===== config.mk =====
export PLATFORM = sky130hd
export DESIGN_NAME = hilo_reg
export DESIGN_NICKNAME = d
export VERILOG_FILES = /design/src/hw/cpu_ex_pkg.sv /design/src/hw/hilo_reg.sv
export SDC_FILE = /design/constraint.sdc
export NUM_CORES = 1
export LEC_CHECK = 0
export BUFFER_PORTS_ARGS = -buffer_cell sky130_fd_sc_hd__buf_2
export CORE_ASPECT_RATIO = 0.6
export CORE_MARGIN = 2
export CORE_UTILIZATION = 36
export CTS_CLUSTER_DIAMETER = 80
export DETAILED_ROUTE_END_ITERATION = 6
export PLACE_DENSITY = 0.66
export SLEW_MARGIN = 10
export SYNTH_ARGS = -nofsm -noshare
export SYNTH_HDL_FRONTEND = slang
export SYNTH_SLANG_ARGS = --single-unit
export TNS_END_PERCENT = 10

===== constraint.sdc =====
create_clock -name clk_i -period 0.8 [get_ports clk_i]
set_input_delay 0 -clock clk_i [delete_from_list [all_inputs] [get_ports clk_i]]
set_output_delay 0 -clock clk_i [all_outputs]
set_load 0.02 [all_outputs]

===== src/hw/cpu_ex_pkg.sv =====
package cpu_ex_pkg;

    localparam int REG_W      = 32;
    localparam int REG_ADDR_W = 5;
    localparam int DIV_STEPS  = 32;
    localparam int DIV_CNT_W  = $clog2(DIV_STEPS);

    // multiply-accumulate progress carried through ex_mem
    localparam logic [1:0] CNT_IDLE  = 2'b00;
    localparam logic [1:0] CNT_FIRST = 2'b01;
    localparam logic [1:0] CNT_DONE  = 2'b10;

    typedef enum logic [5:0] {
        ALU_NOP   = 6'h00,
        ALU_OR    = 6'h01,
        ALU_AND   = 6'h02,
        ALU_XOR   = 6'h03,
        ALU_NOR   = 6'h04,
        ALU_SLL   = 6'h05,
        ALU_SRL   = 6'h06,
        ALU_SRA   = 6'h07,
        ALU_MOVN  = 6'h08,
        ALU_MOVZ  = 6'h09,
        ALU_MFHI  = 6'h0a,
        ALU_MFLO  = 6'h0b,
        ALU_ADD   = 6'h0c,
        ALU_ADDU  = 6'h0d,
        ALU_SUB   = 6'h0e,
        ALU_SUBU  = 6'h0f,
        ALU_MUL   = 6'h10,
        ALU_SLT   = 6'h11,
        ALU_SLTU  = 6'h12,
        ALU_CLZ   = 6'h13,
        ALU_CLO   = 6'h14,
        ALU_MTHI  = 6'h15,
        ALU_MTLO  = 6'h16,
        ALU_MULT  = 6'h17,
        ALU_MULTU = 6'h18,
        ALU_MADD  = 6'h19,
        ALU_MADDU = 6'h1a,
        ALU_MSUB  = 6'h1b,
        ALU_MSUBU = 6'h1c,
        ALU_DIV   = 6'h1d,
        ALU_DIVU  = 6'h1e,
        ALU_LDST  = 6'h1f
    } aluop_e;

    typedef enum logic [2:0] {
        SEL_NOP   = 3'd0,
        SEL_LOGIC = 3'd1,
        SEL_SHIFT = 3'd2,
        SEL_MOVE  = 3'd3,
        SEL_ARITH = 3'd4,
        SEL_LDST  = 3'd5
    } alusel_e;

    typedef enum logic [1:0] {
        DIV_IDLE    = 2'd0,
        DIV_BY_ZERO = 2'd1,
        DIV_ON      = 2'd2,
        DIV_END     = 2'd3
    } div_state_e;

endpackage


===== src/hw/hilo_reg.sv =====
`timescale 1ns/10ps

module hilo_reg (
    input  logic                            clk_i,
    input  logic                            rst_i,
    input  logic                            hi_we_i,
    input  logic                            lo_we_i,
    input  logic [cpu_ex_pkg::REG_W-1:0]    hi_i,
    input  logic [cpu_ex_pkg::REG_W-1:0]    lo_i,
    output logic [cpu_ex_pkg::REG_W-1:0]    hi_o,
    output logic [cpu_ex_pkg::REG_W-1:0]    lo_o
);
    import cpu_ex_pkg::*;

    logic [REG_W-1:0] hi_q;
    logic [REG_W-1:0] lo_q;

    always_ff @(posedge clk_i) begin
        if (rst_i) begin
            hi_q <= '0;
            lo_q <= '0;
        end else begin
            if (hi_we_i)
                hi_q <= hi_i;
            if (lo_we_i)
                lo_q <= lo_i;
        end
    end

    // pending write wins so the next op sees it
    assign hi_o = hi_we_i ? hi_i : hi_q;
    assign lo_o = lo_we_i ? lo_i : lo_q;

endmodule


Yosys cells after proc, flatten, opt, wreduce, memory -nomap -nowiden
Index checks and enable logic that the tools add are counted.

cells by class
  multiplexer cells = 2

operators by type and width
  kind                number
  32-bit two-way mux  2

storage, ports and cells
  register bits after elaboration = 64
  input port bits = 68
  output and inout port bits = 64
  word-level logic and storage cells = 4

Depth between registers and ports, before layout
Gate-level depths: netlist (run 1).

  word-level depth = 1
  mapped depth = 4

Worst setup path after synthesis (run 1)
OpenSTA, ideal clock, no wires.

  path kind = input to register
  start = in hi_we_i
  end = reg hi_q[0]
  setup time = 128 ps
  data arrival time = 730 ps
  required time = 672 ps
  path slack = -58 ps
  cell stages on the path = 4
  path buffers = 2
  cells stage by stage = buf_6 -> buf_6 -> mux2_4 -> nor2b_1

on the way
  cells in the longest elaborated chain, start to end = 1

RTL lines
  element               line            source
  start, declared       hilo_reg.sv:6   input logic hi_we_i,
  32-bit two-way mux    -
  via hi_o, one bit     hilo_reg.sv:10  output logic [cpu_ex_pkg::REG_W-1:0] hi_o,
  end signal, assigned  hilo_reg.sv:24  hi_q <= hi_i;
  end, declared         hilo_reg.sv:15  logic [REG_W-1:0] hi_q;

The timed path passes the listed nets, and every way through them passes these cells.
A chain may end at the register's enable or synchronous reset.

Final worst setup path (run 1)
  start = reg hi_q[25]
  end = out hi_o[25] in the netlist's numbering

on the way
  cells in the longest elaborated chain, start to end = 1

RTL lines
  element             line
  32-bit two-way mux  -
  end, declared       hilo_reg.sv:10

No other way between the ends.

==> impl_metrics.json, run 1 <==
{
  "clkTransAtPathRegs_ns": 0.05,
  "worstSetupPathType": "flop to output port",
  "peakVddDrop_mv": 1.325,
  "synth_nets": 275,
  "worstSetupStartpointType": "flop",
  "cp.arrival_ns": 1.04,
  "nNetsFinal": 410,
  "powerDensity_mw_per_mm2": 2185,
  "ys_top_cells_by_area": "dfxtp_1 (47%), mux2_4 (33%), nor2b_1 (15%), buf_6 (3.3%), mux2_2 (1.6%)",
  "drive_above_1_share_pct": 63.98,
  "multi_input_area_sq_mm": 0.001384,
  "wirelength_um": 5990,
  "p_int_mw": 7.111,
  "worstSetupEndpointType": "output port",
  "hp-class": "input pin to flop",
  "p_comb_share_pct": 21.3,
  "dp.final_hpwl_um": 4013,
  "placed_cells": 434,
  "swShare_pct": 23.89,
  "drtIter0Drc": 72,
  "final_cell_area_sq_mm": 0.004275,
  "ant_nets": 0,
  "crit_fanout": 2,
  "drc": 0,
  "io_pins": 132,
  "io_buffers": 131,
  "gp_congestion": 0.7222,
  "wl_per_cell_um": 13.28,
  "finalSetupViolations": 121,
  "grt_overflow": 0,
  "dr.pass1.iters": 4,
  "worst_slew_pin_slew_ns": 0.2865,
  "synthCells": 207,
  "placedInstanceArea_sq_mm": 0.003543,
  "rsz0062_at_grt": "yes",
  "hold_viol": 0,
  "clk_latency_ns": 0.32,
  "p_leak_nw": 2.068,
  "slowest_stage": "dfxtp_1",
  "htreeDepth": 3,
  "clockPowerShare_pct": 41.9,
  "cp-startpoint": "hi_q[25]",
  "antennaDiodeCount": 0,
  "cts_buffer_depth": 2,
  "synth_top_area_share_pct": 46.69,
  "worstPathCellList": "mux2_4 > buf_6",
  "die-area_sq_mm": 0.008359,
  "vias": 1948,
  "relSlewSlack_pct": 80.90,
  "avgViaCountPerCell": 4.319,
  "synth_seq_cells": 64,
  "syn2layout_area_growth_pct": 55.81,
  "grt_usage_pct": 15.07,
  "placementRows": 24,
  "cts_tree": "done",
  "drv_cap": 0,
  "violations": "setup timing",
  "clock_sinks": 64,
  "grt_start_max_net_pins": 42,
  "root_buffer": "clkbuf_16",
  "die_y_um": 71.63,
  "ff_latch_area_sq_mm": 0.001282,
  "ys_seq_area_share_pct": 46.69,
  "tns_ns": -15.12,
  "ys_warn_count": 0,
  "stdcell_count": 451,
  "path_buf_inv": 1,
  "crit_path_max_incr_delay_ns": 0.31,
  "grt_pass1_vias": 2061,
  "holdBufCountCts": 0,
  "coreArea_sq_mm": 0.007327,
  "status": "finished with violations",
  "period_minus_slack_ns": 1.042,
  "worst_slack_ns": -0.2422,
  "yosys.area.top_type": "dfxtp_1",
  "synth_area_per_cell_sq_um": 13.26,
  "nFillCells": 614,
  "synth_cell_types": 6,
  "antenna_found_initial": 0,
  "die_w_um": 116.7,
  "finClkSkew_ns": 0,
  "grt_pass1_wl_um": 9459,
  "p_sw_mw": 2.232,
  "cts_buffers": 9,
  "reg2reg_from": "lo_q[28]",
  "syn_area_sq_mm": 0.002744,
  "start_util_pct": 37.45,
  "p_seq_share_pct": 36.8,
  "fin_crit_sh_pct": 130.3,
  "slew_viol_final": 0,
  "cp_top_family": "flip-flops",
  "worstHoldStart": "lo_i[9]",
  "worstPathRequired_ns": 0.80,
  "fmax_mhz": 959.5
}
[layout by cell type, fill, tap and decap left out, drive strengths merged]
cell,instances
buf,139
mux2,64
dfxtp,64
nor2b,64
clkbuf,12
clkinv,3
bufinv,1
[timing repair]
item | CTS | global route
resized for setup | 108 | 22
pin swaps | 0 | 0
buffers inserted | 0 | 1
setup endpoints to repair | 97 | 128
[routing by layer]
layer  share of wire (%)  GRT usage (%)  vias up
met3                  11          8.291       10
li1                    -              -      948
met5                   0              0        -
met4                 1.8          7.059        0
met1                  43          16.54      903
met2                  45          23.96       87
[sequential cells by signal, indices dropped and copies added, names as in the netlist]
signal	flops
hi_q	32
lo_q	32
[cell usage after synthesis]
| cell | count |
|---|---|
| clkbuf_1 | 7 |
| nor2b_1 | 64 |
| mux2_2 | 4 |
| mux2_4 | 60 |
| buf_6 | 8 |
| dfxtp_1 | 64 |
[through the flow]
step	hold slack [ns]	total power, mW	util (%)	setup slack (ns)
floorplan	0.1626	4.653	-	-0.04933
global placement	0.3450	5.095	48.36	-0.1097
detailed placement	0.3511	5.109	48.36	-0.1269
CTS	0.01322	9.416	57.19	-0.2570
global route	0.02435	9.800	58.35	-0.2767
finish	0.03329	9.343	58.35	-0.2422
[final timing paths]
kind	to	slack [ns]	depth (start not counted)
max reg2reg	lo_q[28]	-0.13	3
min	lo_q[9]	0.03	3
min reg2reg	lo_q[25]	0.59	2
max	hi_o[25]	-0.24	2
[logic make-up after synthesis]
family                 synth area share, %
buffers and inverters                4.241
AND/OR/NAND/NOR                      14.59
multiplexers                         34.47
flip-flops                           46.69
[cell type report]
cell class / instances / area share (%)
tap: 104 / 3.044
sequential: 64 / 30.00
clock buffer: 12 / 5.999
clock inverter: 4 / 1.229
multi-input combinational: 128 / 32.37
timing repair buffer: 139 / 27.36
[power by group through the flow]
stage / clock (mW) / combinational, mW / sequential, mW
4_1_cts: 4.05 / 1.93 / 3.43
2_1_floorplan: 0 / 1.17 / 3.48
6_report: 3.92 / 1.99 / 3.44
5_1_grt: 4.24 / 2.11 / 3.45
3_3_place_gp: 0 / 1.60 / 3.50
3_5_place_dp: 0 / 1.61 / 3.50
[worst reg2reg max path, cell delays in order (launching register included)]
cell and delay [ns]:
dfxtp_2 0.30, mux2_4 0.28, buf_6 0.12, nor2b_1 0.11
Note: power is estimated with default switching activity, not from simulation.
==> run 2, diff against run 1 <==
- PLACE_DENSITY: 0.66 -> 0.72
- SKIP_CTS_REPAIR_TIMING: not set -> 1
==> impl_metrics.json, run 2 (synthesis results as in run 1) <==
{
  "layout_commonest_cell": "buf_2",
  "reg2reg_from": "hi_q[12]",
  "die-area_sq_mm": 0.008359,
  "total_power_mw": 8.893,
  "cp.arrival_ns": 1.05,
  "die_y_um": 71.63,
  "root_buffer": "clkbuf_16",
  "layout_common_cells": "buf_2 (94), mux2_4 (64), dfxtp_1 (61)",
  "dr.pass1.iters": 4,
  "clkTransAtPathRegs_ns": 0.05,
  "clockPowerShare_pct": 40.1,
  "avgViaCountPerCell": 4.251,
  "wl_per_cell_um": 13.60,
  "clk_latency_ns": 0.32,
  "worstSetupPathType": "flop to output port",
  "p_seq_share_pct": 38.7,
  "io_pins": 132,
  "placementRows": 24,
  "coreArea_sq_mm": 0.007327,
  "drtIter0Drc": 86,
  "worstPathCellList": "mux2_4 > buf_2",
  "hold_viol": 0,
  "io_buffers": 131,
  "wirelength_um": 6118,
  "antenna_found_initial": 0,
  "start_util_pct": 37.45,
  "nNetsFinal": 411,
  "final_core_util_pct": 56.40,
  "holdPathStages": 3,
  "violations": "setup timing",
  "period_minus_slack_ns": 1.047,
  "status": "finished with violations",
  "cp.depth": 2,
  "grt_start_max_net_pins": 39,
  "clock_sinks": 64,
  "worstSetupEndpointType": "output port",
  "finalSetupViolations": 105,
  "hp-class": "input pin to flop",
  "grt_overflow": 0,
  "crit_path_max_incr_delay_ns": 0.30,
  "die_w_um": 116.7,
  "fmax_mhz": 955.4,
  "p_leak_nw": 2.032,
  "drive_above_1_share_pct": 65.03,
  "vias": 1913,
  "gp_congestion": 0.7112,
  "slew_viol_final": 0,
  "antennaDiodeCount": 0,
  "grt_pass1_wl_um": 9011,
  "worstSetupStartpointType": "flop",
  "worst_slew_pin_slew_ns": 0.1805,
  "dp.final_hpwl_um": 4095,
  "peakVddDrop_mv": 1.183,
  "slowest_stage": "dfxtp_1",
  "cp-startpoint": "hi_q[23]",
  "cts_tree": "done",
  "worstPathRequired_ns": 0.80,
  "final_cell_area_sq_mm": 0.004133,
  "htreeDepth": 3,
  "finClkSkew_ns": 0,
  "grt_usage_pct": 14.33,
  "syn2layout_area_growth_pct": 50.62,
  "nFillCells": 615,
  "cp_top_family": "flip-flops",
  "cts_buffers": 9,
  "cts_buffer_depth": 2,
  "rsz0062_at_grt": "yes",
  "reg_top3": "hi_q x32, lo_q x32",
  "path_buf_inv": 1,
  "ant_nets": 0,
  "worstHoldStart": "lo_i[4]",
  "swShare_pct": 24.07,
  "drv_cap": 0,
  "drc": 0,
  "relSlewSlack_pct": 87.97,
  "fin_crit_sh_pct": 130.8,
  "placedInstanceArea_sq_mm": 0.003548,
  "reg2reg_depth": 3,
  "p_sw_mw": 2.141,
  "p_comb_share_pct": 21.2,
  "p_int_mw": 6.752,
  "grt_pass1_vias": 1916,
  "worst_slack_ns": -0.2467,
  "powerDensity_mw_per_mm2": 2152,
  "crit_fanout": 2
}
## run 2: cell count changes in the layout (fill, tap and decap cells not counted)
cell / before / now
buf_2: 69 / 94
buf_6: 63 / 39
nor2b_1: 61 / 58
nor2b_4: 3 / 6
clkinv_4: 2 / 0
dfxtp_1: 63 / 61
dfxtp_2: 1 / 3
buf_12: 5 / 6
buf_4: 2 / 1
bufinv_16: 1 / 0
clkbuf_1: 1 / 2
clkbuf_8: 2 / 3
clkinv_2: 1 / 0
## run 2: final timing paths
check / endpoint / slack, ns
min reg2reg: lo_q[9] / 0.58
max reg2reg: hi_q[12] / -0.14
max: hi_o[23] / -0.25
min: lo_q[4] / 0.03
## run 2: cell type report
type | count | area, sq um | area share (%)
Sequential cell | 64 | 1285 | 31.09
Tap cell | 104 | 130.1 | 3.149
Multi-Input combinational cell | 128 | 1406 | 34.03
Timing Repair Buffer | 140 | 1037 | 25.10
Clock buffer | 14 | 274.0 | 6.630
## run 2: tightest hold or removal path: stages
cell	delay, ns
buf_2	0.07
mux2_4	0.13
nor2b_1	0.10
## run 2: routing by layer
layer	vias to the layer above	global-route usage, %	part of all wire [%]
li1	947	-	-
met1	873	18.02	46
met2	84	20.81	44
met3	9	7.614	8.8
met4	0	5.490	1.5
met5	-	0	0
## run 2: power groups by stage
stage	logic [mW]	registers (mW)	clock network (mW)
after floorplan	1.17	3.48	0
after global placement	1.60	3.50	0
after detailed placement	1.62	3.50	0
after CTS	1.63	3.44	3.67
after global routing	2.01	3.46	3.80
final	1.89	3.44	3.56
## run 2: per-stage QoR
stage | hold slack [ns] | worst slack, ns | setup TNS [ns] | instances
floorplan | 0.1626 | -0.04933 | -3.088 | 207
global placement | 0.3436 | -0.1131 | -6.626 | 433
detailed placement | 0.3512 | -0.1291 | -7.106 | 433
CTS | 0.008539 | -0.2749 | -16.76 | 447
global route | 0.02926 | -0.2794 | -19.07 | 450
finish | 0.02600 | -0.2467 | -15.47 | 450
