<file path="src/hw/cpu_ex_pkg.sv">
package cpu_ex_pkg;

    localparam int REG_W      = 32;
    localparam int REG_ADDR_W = 5;
    localparam int DIV_STEPS  = 32;
    localparam int DIV_CNT_W  = $clog2(DIV_STEPS);

    // multiply-accumulate progress carried through ex_mem
    localparam logic [1:0] CNT_IDLE  = 2'b00;
    localparam logic [1:0] CNT_FIRST = 2'b01;
    localparam logic [1:0] CNT_DONE  = 2'b10;

    typedef enum logic [5:0] {
        ALU_NOP   = 6'h00,
        ALU_OR    = 6'h01,
        ALU_AND   = 6'h02,
        ALU_XOR   = 6'h03,
        ALU_NOR   = 6'h04,
        ALU_SLL   = 6'h05,
        ALU_SRL   = 6'h06,
        ALU_SRA   = 6'h07,
        ALU_MOVN  = 6'h08,
        ALU_MOVZ  = 6'h09,
        ALU_MFHI  = 6'h0a,
        ALU_MFLO  = 6'h0b,
        ALU_ADD   = 6'h0c,
        ALU_ADDU  = 6'h0d,
        ALU_SUB   = 6'h0e,
        ALU_SUBU  = 6'h0f,
        ALU_MUL   = 6'h10,
        ALU_SLT   = 6'h11,
        ALU_SLTU  = 6'h12,
        ALU_CLZ   = 6'h13,
        ALU_CLO   = 6'h14,
        ALU_MTHI  = 6'h15,
        ALU_MTLO  = 6'h16,
        ALU_MULT  = 6'h17,
        ALU_MULTU = 6'h18,
        ALU_MADD  = 6'h19,
        ALU_MADDU = 6'h1a,
        ALU_MSUB  = 6'h1b,
        ALU_MSUBU = 6'h1c,
        ALU_DIV   = 6'h1d,
        ALU_DIVU  = 6'h1e,
        ALU_LDST  = 6'h1f
    } aluop_e;

    typedef enum logic [2:0] {
        SEL_NOP   = 3'd0,
        SEL_LOGIC = 3'd1,
        SEL_SHIFT = 3'd2,
        SEL_MOVE  = 3'd3,
        SEL_ARITH = 3'd4,
        SEL_LDST  = 3'd5
    } alusel_e;

    typedef enum logic [1:0] {
        DIV_IDLE    = 2'd0,
        DIV_BY_ZERO = 2'd1,
        DIV_ON      = 2'd2,
        DIV_END     = 2'd3
    } div_state_e;

endpackage

</file>
<file path="src/hw/div.sv">
`timescale 1ns/10ps

module div (
    input  logic                               clk_i,
    input  logic                               rst_i,
    input  logic                               start_i,
    input  logic                               signed_i,
    input  logic [cpu_ex_pkg::REG_W-1:0]       op1_i,
    input  logic [cpu_ex_pkg::REG_W-1:0]       op2_i,
    output logic [2*cpu_ex_pkg::REG_W-1:0]     result_o,
    output logic                               ready_o
);
    import cpu_ex_pkg::*;

    div_state_e           state_q;
    logic [DIV_CNT_W-1:0] step_q;
    logic [REG_W-1:0]     divisor_q;
    logic [REG_W-1:0]     rem_q;
    logic [REG_W-1:0]     quo_q;
    logic                 neg_quo_q;
    logic                 neg_rem_q;
    logic [REG_W+1:0]     trial;
    logic [REG_W-1:0]     rem_nx;
    logic [REG_W-1:0]     quo_nx;

    // one restoring step shifts in the next dividend bit and tries the subtract
    assign trial = {1'b0, rem_q, quo_q[REG_W-1]} - {2'b00, divisor_q};

    always_comb begin
        if (!trial[REG_W+1]) begin
            rem_nx = trial[REG_W-1:0];
            quo_nx = {quo_q[REG_W-2:0], 1'b1};
        end else begin
            rem_nx = {rem_q[REG_W-2:0], quo_q[REG_W-1]};    // restore
            quo_nx = {quo_q[REG_W-2:0], 1'b0};
        end
    end

    assign ready_o = (state_q == DIV_END);

    always_ff @(posedge clk_i) begin
        if (rst_i) begin
            state_q <= DIV_IDLE;
            step_q  <= '0;
        end else begin
            case (state_q)
                DIV_IDLE: begin
                    step_q <= '0;
                    if (start_i)
                        state_q <= (op2_i == '0) ? DIV_BY_ZERO : DIV_ON;
                end
                DIV_BY_ZERO: state_q <= DIV_END;
                DIV_ON: begin
                    if (!start_i)
                        state_q <= DIV_IDLE;    // request withdrawn
                    else if (step_q == DIV_CNT_W'(DIV_STEPS - 1))
                        state_q <= DIV_END;
                    step_q <= step_q + 1'b1;
                end
                DIV_END: begin
                    if (!start_i)
                        state_q <= DIV_IDLE;
                end
                default: state_q <= DIV_IDLE;
            endcase
        end
    end

    always_ff @(posedge clk_i) begin
        case (state_q)
            DIV_IDLE: begin
                rem_q     <= '0;
                quo_q     <= (signed_i && op1_i[REG_W-1]) ? -op1_i : op1_i;
                divisor_q <= (signed_i && op2_i[REG_W-1]) ? -op2_i : op2_i;
                neg_quo_q <= signed_i && (op1_i[REG_W-1] ^ op2_i[REG_W-1]);
                neg_rem_q <= signed_i && op1_i[REG_W-1];
            end
            DIV_BY_ZERO: result_o <= '0;
            DIV_ON: begin
                rem_q <= rem_nx;
                quo_q <= quo_nx;
                if (step_q == DIV_CNT_W'(DIV_STEPS - 1))
                    result_o <= {neg_rem_q ? -rem_nx : rem_nx,
                                 neg_quo_q ? -quo_nx : quo_nx};
            end
            default: ;    // result held while ready
        endcase
    end

endmodule

</file>
<file path="config.mk">
export PLATFORM = sky130hd
export DESIGN_NAME = div
export DESIGN_NICKNAME = d
export VERILOG_FILES = /design/src/hw/cpu_ex_pkg.sv /design/src/hw/div.sv
export SDC_FILE = /design/constraint.sdc
export NUM_CORES = 1
export LEC_CHECK = 0
export ABC_CLOCK_PERIOD_IN_PS = 11310
export CAP_MARGIN = 30
export CORE_ASPECT_RATIO = 0.8
export CORE_MARGIN = 2
export CORE_UTILIZATION = 30
export CTS_CLUSTER_DIAMETER = 60
export DETAILED_ROUTE_END_ITERATION = 8
export DONT_BUFFER_PORTS = 1
export PLACE_DENSITY_LB_ADDON = 0.25
export SLEW_MARGIN = 0
export SYNTH_ARGS = -nofsm -noshare
export SYNTH_HDL_FRONTEND = slang
export SYNTH_SLANG_ARGS = --single-unit
</file>
<file path="constraint.sdc">
create_clock -name clk_i -period 11.31 [get_ports clk_i]
set_input_delay 0.5655 -clock clk_i [delete_from_list [all_inputs] [get_ports clk_i]]
set_output_delay 0.5655 -clock clk_i [all_outputs]
set_load 0.01 [all_outputs]
</file>
## Yosys cells after proc, flatten, opt, wreduce, memory -nomap -nowiden

Cells that the tools add are included.

- Multiplexer cells: 17
- Bitwise logic cells: 1
- Reduce and logical (&&, ||, !) cells: 9
- Add/sub/neg operators: 6
- Equality and inequality tests: 8

Operators by type and width:

| cell | count |
|---|---|
| two-way mux 32 bit | 5 |
| negation 32 bit | 4 |
| case mux 32 bit (2 select lines) | 2 |
| case mux 64 bit (2 select lines) | 1 |
| two-way mux 64 bit | 1 |
| subtractor 33 x 32 -> 34 bit | 1 |
| zero test 32 bit | 1 |
| two-way mux 2 bit | 5 |
| case mux 5 bit (2 select lines) | 1 |
| case mux 2 bit (4 select lines) | 1 |
| inequality test 2 bit (second input constant) | 3 |
| adder 5 x 1 -> 5 bit (second input constant) | 1 |
| == test 5 bit (second input constant) | 1 |
| == test 2 bit (second input constant) | 2 |
| nonzero test 2 bit | 2 |
| logical AND 1 bit | 3 |
| inequality test 3 bit (second input constant) | 1 |
| AND reduction 3 bit | 1 |
| == test 2 x 1 -> 1 bit (second input constant) | 1 |
| zero test 2 bit | 1 |
| AND reduction 2 bit | 1 |
| two-way mux 1 bit | 1 |
| bitwise XOR 1 bit | 1 |

- Register bits after elaboration: 169
- Input port bits: 68
- Logic and storage cells: 49
- Output and inout port bits: 65

## Depth between registers and ports, before layout

Gate-level depths: netlist (run 1).

- Word-level depth: 6
- Mapped depth: 23
- Mapped depth without buffers: 19

## Worst setup path after synthesis (run 1)

OpenSTA, ideal clock, no wires.

- Path kind: reg2reg
- From: register rem_q[9]
- To: register result_o[58] (netlist name) (data pin)
- Path buffers: 4
- Slack: 6.332 ns
- Period minus slack after synthesis: 4.978 ns
- Stages on the path, launching flop included: 23
- Arrival: 4.712 ns
- Library setup time: 0.266 ns
- Data required time: 11.044 ns
- Path through: edfxtp_1 -> ha_1 -> clkbuf_1 -> and4_1 -> and3_1 -> a21boi_1 -> o211ai_2 -> nand2_2 -> buf_2 -> buf_2 -> buf_1 -> nand2_1 -> o21ai_0 -> ha_1 -> nand2_1 -> nor4_1 -> o2111ai_1 -> o41ai_2 -> o221ai_2 -> or3_4 -> o21ai_2 -> xor2_1 -> nor2_1

- Longest elaborated chain between the ends: 6

RTL lines:

| item | line | text |
|---|---|---|
| from (decl) | div.sv:18 | `logic [REG_W-1:0] rem_q;` |
| from (signal assigned) | div.sv:80 | `rem_q <= rem_nx;` |
| subtractor 33 x 32 -> 34 bit | div.sv:27 | `assign trial = {1'b0, rem_q, quo_q[REG_W-1]} - {2'b00, divisor_q};` |
| two-way mux 32 bit (*) | div.sv:30 | `if (!trial[REG_W+1]) begin` |
| negation 32 bit | div.sv:83 | `result_o <= {neg_rem_q ? -rem_nx : rem_nx,` |
| two-way mux 32 bit (*) | div.sv:83 |  |
| two-way mux 64 bit (*) | div.sv:82 | `if (step_q == DIV_CNT_W'(DIV_STEPS - 1))` |
| case mux 64 bit (2 select lines) (*) | div.sv:70 | `case (state_q)` |
| to (signal assigned) | div.sv:83 |  |
| to (decl) | div.sv:10 | `output logic [2*cpu_ex_pkg::REG_W-1:0] result_o,` |

Mark *: on every way between the ends. The rest lies on a longest branch, timed or not. The select of a mux whose other input is x is not followed.
A chain may end at the register's enable or synchronous reset.

## Worst setup path after layout (run 1)

- From: register rem_q[19]
- To: register result_o[58] (netlist name) (data pin)

The elaborated chain is that of the path after synthesis.

==> results of run 1 <==
==> routing by layer <==
metal / part of all wire [%] / vias up
li1: - / 4424
met1: 50 / 4324
met2: 42 / 242
met3: 6.7 / 36
met4: 2.1 / 0
met5: 0 / -
==> cell usage in the layout, fill, tap and decap left out, types with 14 or more instances in the layout <==
cell type	count
edfxtp_1	162
nor2_1	158
nand2_1	110
o21ai_0	85
a21oi_1	73
xor2_1	68
xnor2_1	60
inv_1	53
ha_1	38
nor3_1	36
mux2i_1	20
nor4_1	20
o31ai_1	20
clkbuf_16	17
and2_1	14
==> worst register-to-register path, stage by stage (launching register included) <==
cell      delay, ns
edfxtp_1       0.47
ha_1           0.40
a21oi_1        0.29
o21ai_1        0.17
a21o_1         0.25
a221oi_1       0.57
nand2_2        0.11
inv_2          0.63
mux2i_1        0.39
ha_1           0.28
nand3b_1       0.18
nor4_1         0.45
nand3_1        0.23
o41ai_2        0.13
o221ai_2       0.25
or3_4          0.43
o21ai_2        0.14
xor2_1         0.19
nor2_1         0.06
==> final cells by class <==
class	instances	area share (%)
timing repair buffer	8	1.05
tap	487	4.84
clock inverter	14	1.33
multi-input combinational	941	47.9
clock buffer	18	3.41
sequential	169	39.8
inverter	56	1.67
==> stage by stage <==
step | hold WS (ns) | setup WS, ns
after global routing | 0.159 | 5.04
final | 0.175 | 5.42
after detailed placement | 0.496 | 5.53
after floorplan | 0.460 | 6.33
after global placement | 0.481 | 5.65
after CTS | 0.153 | 5.49
==> worst paths after layout <==
kind                                 from                         end  slack (ns)  depth (start not counted)
setup reg to reg  rem_q[19]$_SDFFCE_PN0P_  result_o[58]$_SDFFCE_PN0P_        5.42                         18
setup / recovery  rem_q[19]$_SDFFCE_PN0P_  result_o[58]$_SDFFCE_PN0P_        5.42                         18
hold / removal                      rst_i     state_q[1]$_SDFFE_PP0P_        0.17                          1
hold reg to reg    step_q[2]$_SDFFE_PP0P_      step_q[2]$_SDFFE_PP0P_        0.50                          2
==> flip-flops by register name, indices dropped and copies added (netlist names) <==
register,cells
rem_q,32
state_q,2
quo_q,32
neg_rem_q,1
divisor_q,32
neg_quo_q,1
result_o,64
step_q,5
==> kinds of logic (layout without fill, tap and decap cells) <==
kind of cell               count (synthesis)  after routing  share of synthesized area (%)
AOI/OAI and AO/OA                        301            301                           17.2
xor gates and xnor gates                 128            128                           9.80
adders and majority gates                 39             39                           4.33
buffers and inverters                    111             96                           3.85
DFF                                      169            169                           43.7
muxes                                     22             22                           1.95
and+or+nand+nor                          451            451                           19.1
==> report_power, final <==
part,internal (mW),switching [mW]
registers,0.717,0.0259
logic,0.0863,0.134
clock network,0.349,0.271
total,1.15,0.431
==> cell usage after synthesis, types with 14 or more instances <==
cell and number:
edfxtp_1 162, inv_1 54, nor3_1 36, xnor2_1 60, nand2_1 112, nor4_1 20
and2_1 14, nor2_1 159, o21ai_0 85, o31ai_1 20, clkbuf_1 41, xor2_1 68
ha_1 38, a21oi_1 73, mux2i_1 20
==> summary.md, run 1 <==
| Metric | Value |
|---|---|
| Status | `finished clean` |
| Worst vdd ir | `80.1 µV` |
| Hold Path Class | `primary input to register` |
| Post-route ant nets | `0` |
| Period utilisation layout | `between 50% and 60%` |
| Row count | `63` |
| Remaining DRCs | `0` |
| Worst Path Required | `11.48 ns` |
| Leakage | `about 4.6 nW` |
| Sequential area share after synthesis | `around 44%` |
| Synth cell types | `80` |
| Final setup viols | `0` |
| Grt met2 use | `between 20 and 25%` |
| Nets@finish | `1,300` |
| RSZ-0062 raised after global routing | `no` |
| Final Hold Vio Count | `0` |
| Max-cap violations | `0` |
| Storage cell area | `between 0.005 and 0.006 mm²` |
| Vias/cell | `between 5 and 6` |
| EDFF count, synth | `162` |
| Area grow syn2layout | `9.95%` |
| Final slew viol count | `0` |
| Die width | `between 200 and 250 µm` |
| Post-Layout Cell Count | `1,693` |
| CTS HTree Levels | `4` |
| GR peak layer | `met2` |
| #FFs+latches synth | `between 150 and 200` |
| Cell taking the most area after synthesis | `edfxtp_1` |
| Ys async rst share | `0%` |
| Post-layout min period | `approximately 5.9 ns` |
| Worst-path clk slew | `0.07 ns` |
| Post-DP HPWL | `roughly 25,000 µm` |
| Synth Flop Type | `edfxtp_1` |
| Setup Skew | `0.0110 ns` |
| Ant diodes | `0` |
| Routed len/inst | `approximately 20 µm` |
| Mapped Area | `0.0114 mm²` |
| DRT Pass-1 Iters | `7` |
| Met1 Use GR | `24.4%` |
| Placed Area | `approximately 0.012 mm²` |
| Largest net degree at the start of global routing | `83` |
| Clk buf depth | `2` |
| Mapped Avg Cell Area | `9.37 µm²` |
| Post-synth net total | `1,328` |
| First-pass GRT wire length | `a little over 50,000 µm` |
| Inst Count DP | `approximately 1.7k` |
| Postcts setup bufs | `0` |
| Layout cells sized above 1 | `5.56%` |
| Critical Path AT | `approximately 6 ns` |
| Clock sink total | `169` |
| IO Port Bufs | `0` |
| Starting density of the core | `a little under a third` |
| Synth area leaders | `edfxtp_1, nor2_1, xor2_1` |
| Total GRT Usage | `between 10% and 20%` |
| Via count | `about 9k` |
| Number of DRC markers in iteration 0 | `roughly 750` |
| Cells along the critical path | `ha_1 > a21oi_1 > o21ai_1 > a21o_1 > a221oi_1 > nand2_2 > inv_2 > mux2i_1 > ha_1 > nand3b_1 > nor4_1 > nand3_1 > o41ai_2 > o221ai_2 > or3_4 > o21ai_2 > xor2_1 > nor2_1` |
| Crit. End Element | `register` |
| Worst slew pin tran | `between 0.9 and 1 ns` |
| Delay of the slowest critical-path stage | `between 0.6 and 0.7 ns` |
| Post-Synthesis Cells | `around 1.2k` |
| Footprint of the multi-input gates | `0.00603 mm²` |
| Post-CTS Hold Buffers | `0` |
| CTS root buf | `clkbuf_16` |
| Crit path kind | `register to register` |
| Cell area after layout | `around 0.013 mm²` |
| Final-layout fill cell count | `about 4k` |
| CTS tree | `done` |
| Overall Power | `around 1.6 mW` |
| Util after Layout | `33.7%` |
| Total core area | `between 0.03 and 0.04 mm²` |
| YS warnings | `0` |
| Pwr/cell area | `approximately 130 mW/mm²` |
| Synth top area share | `42.5%` |
| Slowest-stage cell, CP | `inv_2` |
| Total CTS buffers | `17` |
| Critical path peak fanout | `41` |
| Total grt overflow | `0` |
| IO Count | `133` |
| Grt met3 use | `between 4 and 5%` |
| Critical Path Most Common Cell | `ha_1` |
| Post-CTS sizing | `0` |
| FMAX | `between 0.15 and 0.2 GHz` |
| Slew HR | `roughly 34%` |
| Worst skew pair latency | `approximately 0.46 ns` |
| Cell family with most CP delay | `compound AO/OA/AOI/OAI gates` |
| Number of antenna violations at the first check in global routing | `0` |
| Buf+Inv Stages, Crit Path | `1` |
| Routed Wire Length | `approximately 34,000 µm` |
| Crit path launch type | `register` |
| Vias in the first global route | `8,612` |
| Die Area | `roughly 0.040 mm²` |
| Gpl congestion | `around 0.88` |
| Setup TNS | `0 ns` |
| Die Y | `around 180 µm` |
No activity file was read; power rests on OpenSTA's default activity.
==> inputs of run 2 (changes only) <==
- ABC_CLOCK_PERIOD_IN_PS: 11310 -> 5600
- clock period: 11.31 -> 5.6 ns (I/O delays scaled with it)
==> run 2 against run 1 <==
  * Final area grew 1.2%
  * Via count grew 1.2%
  * Flip-flop and latch count is the same
  * Worst setup slack lost 5.1 ns
  * Critical path depth is the same
  * Largest cell class unchanged
  * Highest routed layer unchanged
==> summary.md, run 2 (synthesis results as in run 1) <==
| Metric | Value |
|---|---|
| Status | `finished clean` |
| IO Port Bufs | `0` |
| CTS root buf | `clkbuf_16` |
| Setup Skew | `around 0.021 ns` |
| Gpl congestion | `slightly below 0.9` |
| Total CTS buffers | `17` |
| Largest register FFs | `64` |
| Die Area | `roughly 0.040 mm²` |
| Reg-to-reg slack, setup | `about 0.32 ns` |
| Crit path launch type | `register` |
| Crit. End Element | `register` |
| Clock sink total | `about 170` |
| Starting density of the core | `30.6%` |
| Die width | `between 200 and 250 µm` |
| Number of antenna violations at the first check in global routing | `0` |
| Postcts setup bufs | `0` |
| Final Hold Vio Count | `0` |
| Pre-CTS WS | `between 0.09 and 0.1 ns` |
| FMAX | `approximately 0.19 GHz` |
| Period utilisation layout | `between 90 and 100%` |
| Post-route ant nets | `0` |
| Total GRT Usage | `17.0%` |
| Worst skew pair latency | `around 0.46 ns` |
| Worst-path clk slew | `around 0.08 ns` |
| Total grt overflow | `0` |
| Worst setup path endpoint | `result_o[58]$_SDFFCE_PN0P_` |
| Final slew viol count | `0` |
| Leakage | `roughly 4.6 nW` |
| M1 WL | `~17,000 µm` |
| Layout cells sized above 1 | `under 10%` |
| Nets@finish | `1,319` |
| Worst vdd ir | `between 150 and 200 µV` |
| Top reg by flops | `result_o` |
| Post-layout min period | `5.28 ns` |
| Top Metal Used | `met4` |
| Slew HR | `33.5%` |
| DRT Pass-1 Iters | `5` |
| Vias/cell | `around 5.3` |
| Critical Path AT | `~5.5 ns` |
| Row count | `63` |
| Setup TNS | `0 ns` |
| Area grow syn2layout | `11.2%` |
| Hold Path Class | `primary input to register` |
| Worst slew pin tran | `approximately 1 ns` |
| Number of DRC markers in iteration 0 | `between 600 and 700` |
| Worst Setup SP | `rem_q[15]$_SDFFCE_PN0P_` |
| Final setup viols | `0` |
| Routed Wire Length | `33,400 µm` |
| Pwr/cell area | `between 200 and 250 mW/mm²` |
| Worst Path Required | `between 5 and 6 ns` |
| Launch point of the worst reg-to-reg path | `rem_q[15]$_SDFFCE_PN0P_` |
| Most common cell after layout, fill and taps aside | `edfxtp_1` |
| Routed wl met2 | `~14,000 µm` |
| Met3 wire len | `between 1500 and 2000 µm` |
| Reg2Reg Depth | `18` |
| Vias in the first global route | `about 9k` |
| IO Count | `133` |
| Ant diodes | `0` |
| CTS HTree Levels | `4` |
| Final-layout fill cell count | `between 3k and 4k` |
| Total core area | `roughly 0.037 mm²` |
| Critical path peak fanout | `11` |
| Post-DP HPWL | `roughly 25,000 µm` |
| CTS tree | `done` |
| Via count | `between 9k and 10k` |
| RSZ-0062 raised after global routing | `no` |
| Footprint of the multi-input gates | `roughly 0.0061 mm²` |
| Clk buf depth | `2` |
| First-pass GRT wire length | `52,000 µm` |
| Most frequent cells in the layout | `edfxtp_1, nor2_1, nand2_1, o21ai_0, a21oi_1` |
| Max-cap violations | `0` |
| Setup WS post-layout | `0.319 ns` |
| R2R Path End | `result_o[58]$_SDFFCE_PN0P_` |
| Crit path kind | `register to register` |
| Largest net degree at the start of global routing | `70` |
| Routed len/inst | `19.5 µm` |
| Remaining DRCs | `0` |
| Die Y | `between 150 and 200 µm` |
| Storage cell area | `around 0.005 mm²` |
run 2: layout make-up:
cell class | instances | area share, %
multi-input combinational | 941 | 47.5
sequential | 169 | 39.3
tap | 487 | 4.79
clock buffer | 17 | 3.34
timing repair buffer | 27 | 2.21
inverter | 56 | 1.65
clock inverter | 15 | 1.18
run 2: critical path, cell delays in order, from the launching register on:
cell and delay, ns:
edfxtp_1 0.46, ha_1 0.46, a21oi_1 0.30, o21ai_0 0.21, a211o_1 0.41, o211ai_2 0.36
nand2_2 0.22, inv_2 0.13, mux2i_1 0.30, ha_1 0.28, nand2_1 0.08, nor4_2 0.24
o2111ai_1 0.21, o41ai_2 0.29, o221ai_2 0.25, or3_4 0.44, o21ai_2 0.13, xor2_1 0.17
nor2_1 0.06
run 2: metrics by stage:
| stage | hold WS, ns | util (%) | cells | power (mW) | cell area (µm²) |
|---|---|---|---|---|---|
| global route | 0.00833 | 34.1 | 1712 | 3.30 | 12700 |
| floorplan | 0.349 | - | 1221 | 1.86 | 11400 |
| global placement | 0.350 | 31.9 | 1661 | 1.96 | 11900 |
| detailed placement | 0.352 | 32.0 | 1663 | 1.97 | 11900 |
| finish | 0.0258 | 34.1 | 1712 | 3.16 | 12700 |
| CTS | 0.000314 | 33.9 | 1710 | 3.20 | 12700 |
run 2: what timing repair did:
| item | 4_1_cts | 5_1_grt |
|---|---|---|
| endpoints found under the setup margin | 0 | 10 |
| resized for setup | 0 | 4 |
| endpoints found under the hold margin | 19 | 0 |
| hold buffers | 15 | 0 |
run 2: power breakdown:
part | switching [mW] | internal [mW]
Combinational | 0.270 | 0.179
Clock | 0.551 | 0.658
Sequential | 0.0530 | 1.45
Total | 0.874 | 2.29
run 2: worst min-delay path by stage:
stage	from	to	slack (ns)	cells after the start
4_1_cts	op2_i[17]	divisor_q[17]$_DFFE_PP_	0.0003	1
3_5_place_dp	rst_i	state_q[1]$_SDFFE_PP0P_	0.35	1
5_1_grt	op2_i[20]	divisor_q[20]$_DFFE_PP_	0.008	1
2_1_floorplan	rst_i	state_q[1]$_SDFFE_PP0P_	0.35	1
6_report	op2_i[20]	divisor_q[20]$_DFFE_PP_	0.03	1
3_3_place_gp	rst_i	step_q[2]$_SDFFE_PP0P_	0.35	1
run 2: per-layer routing:
layer,track usage (%),vias to the layer above
li1,-,4462
met1,24.7,4432
met2,25.1,213
met3,4.13,29
met4,4.67,0
met5,0,-
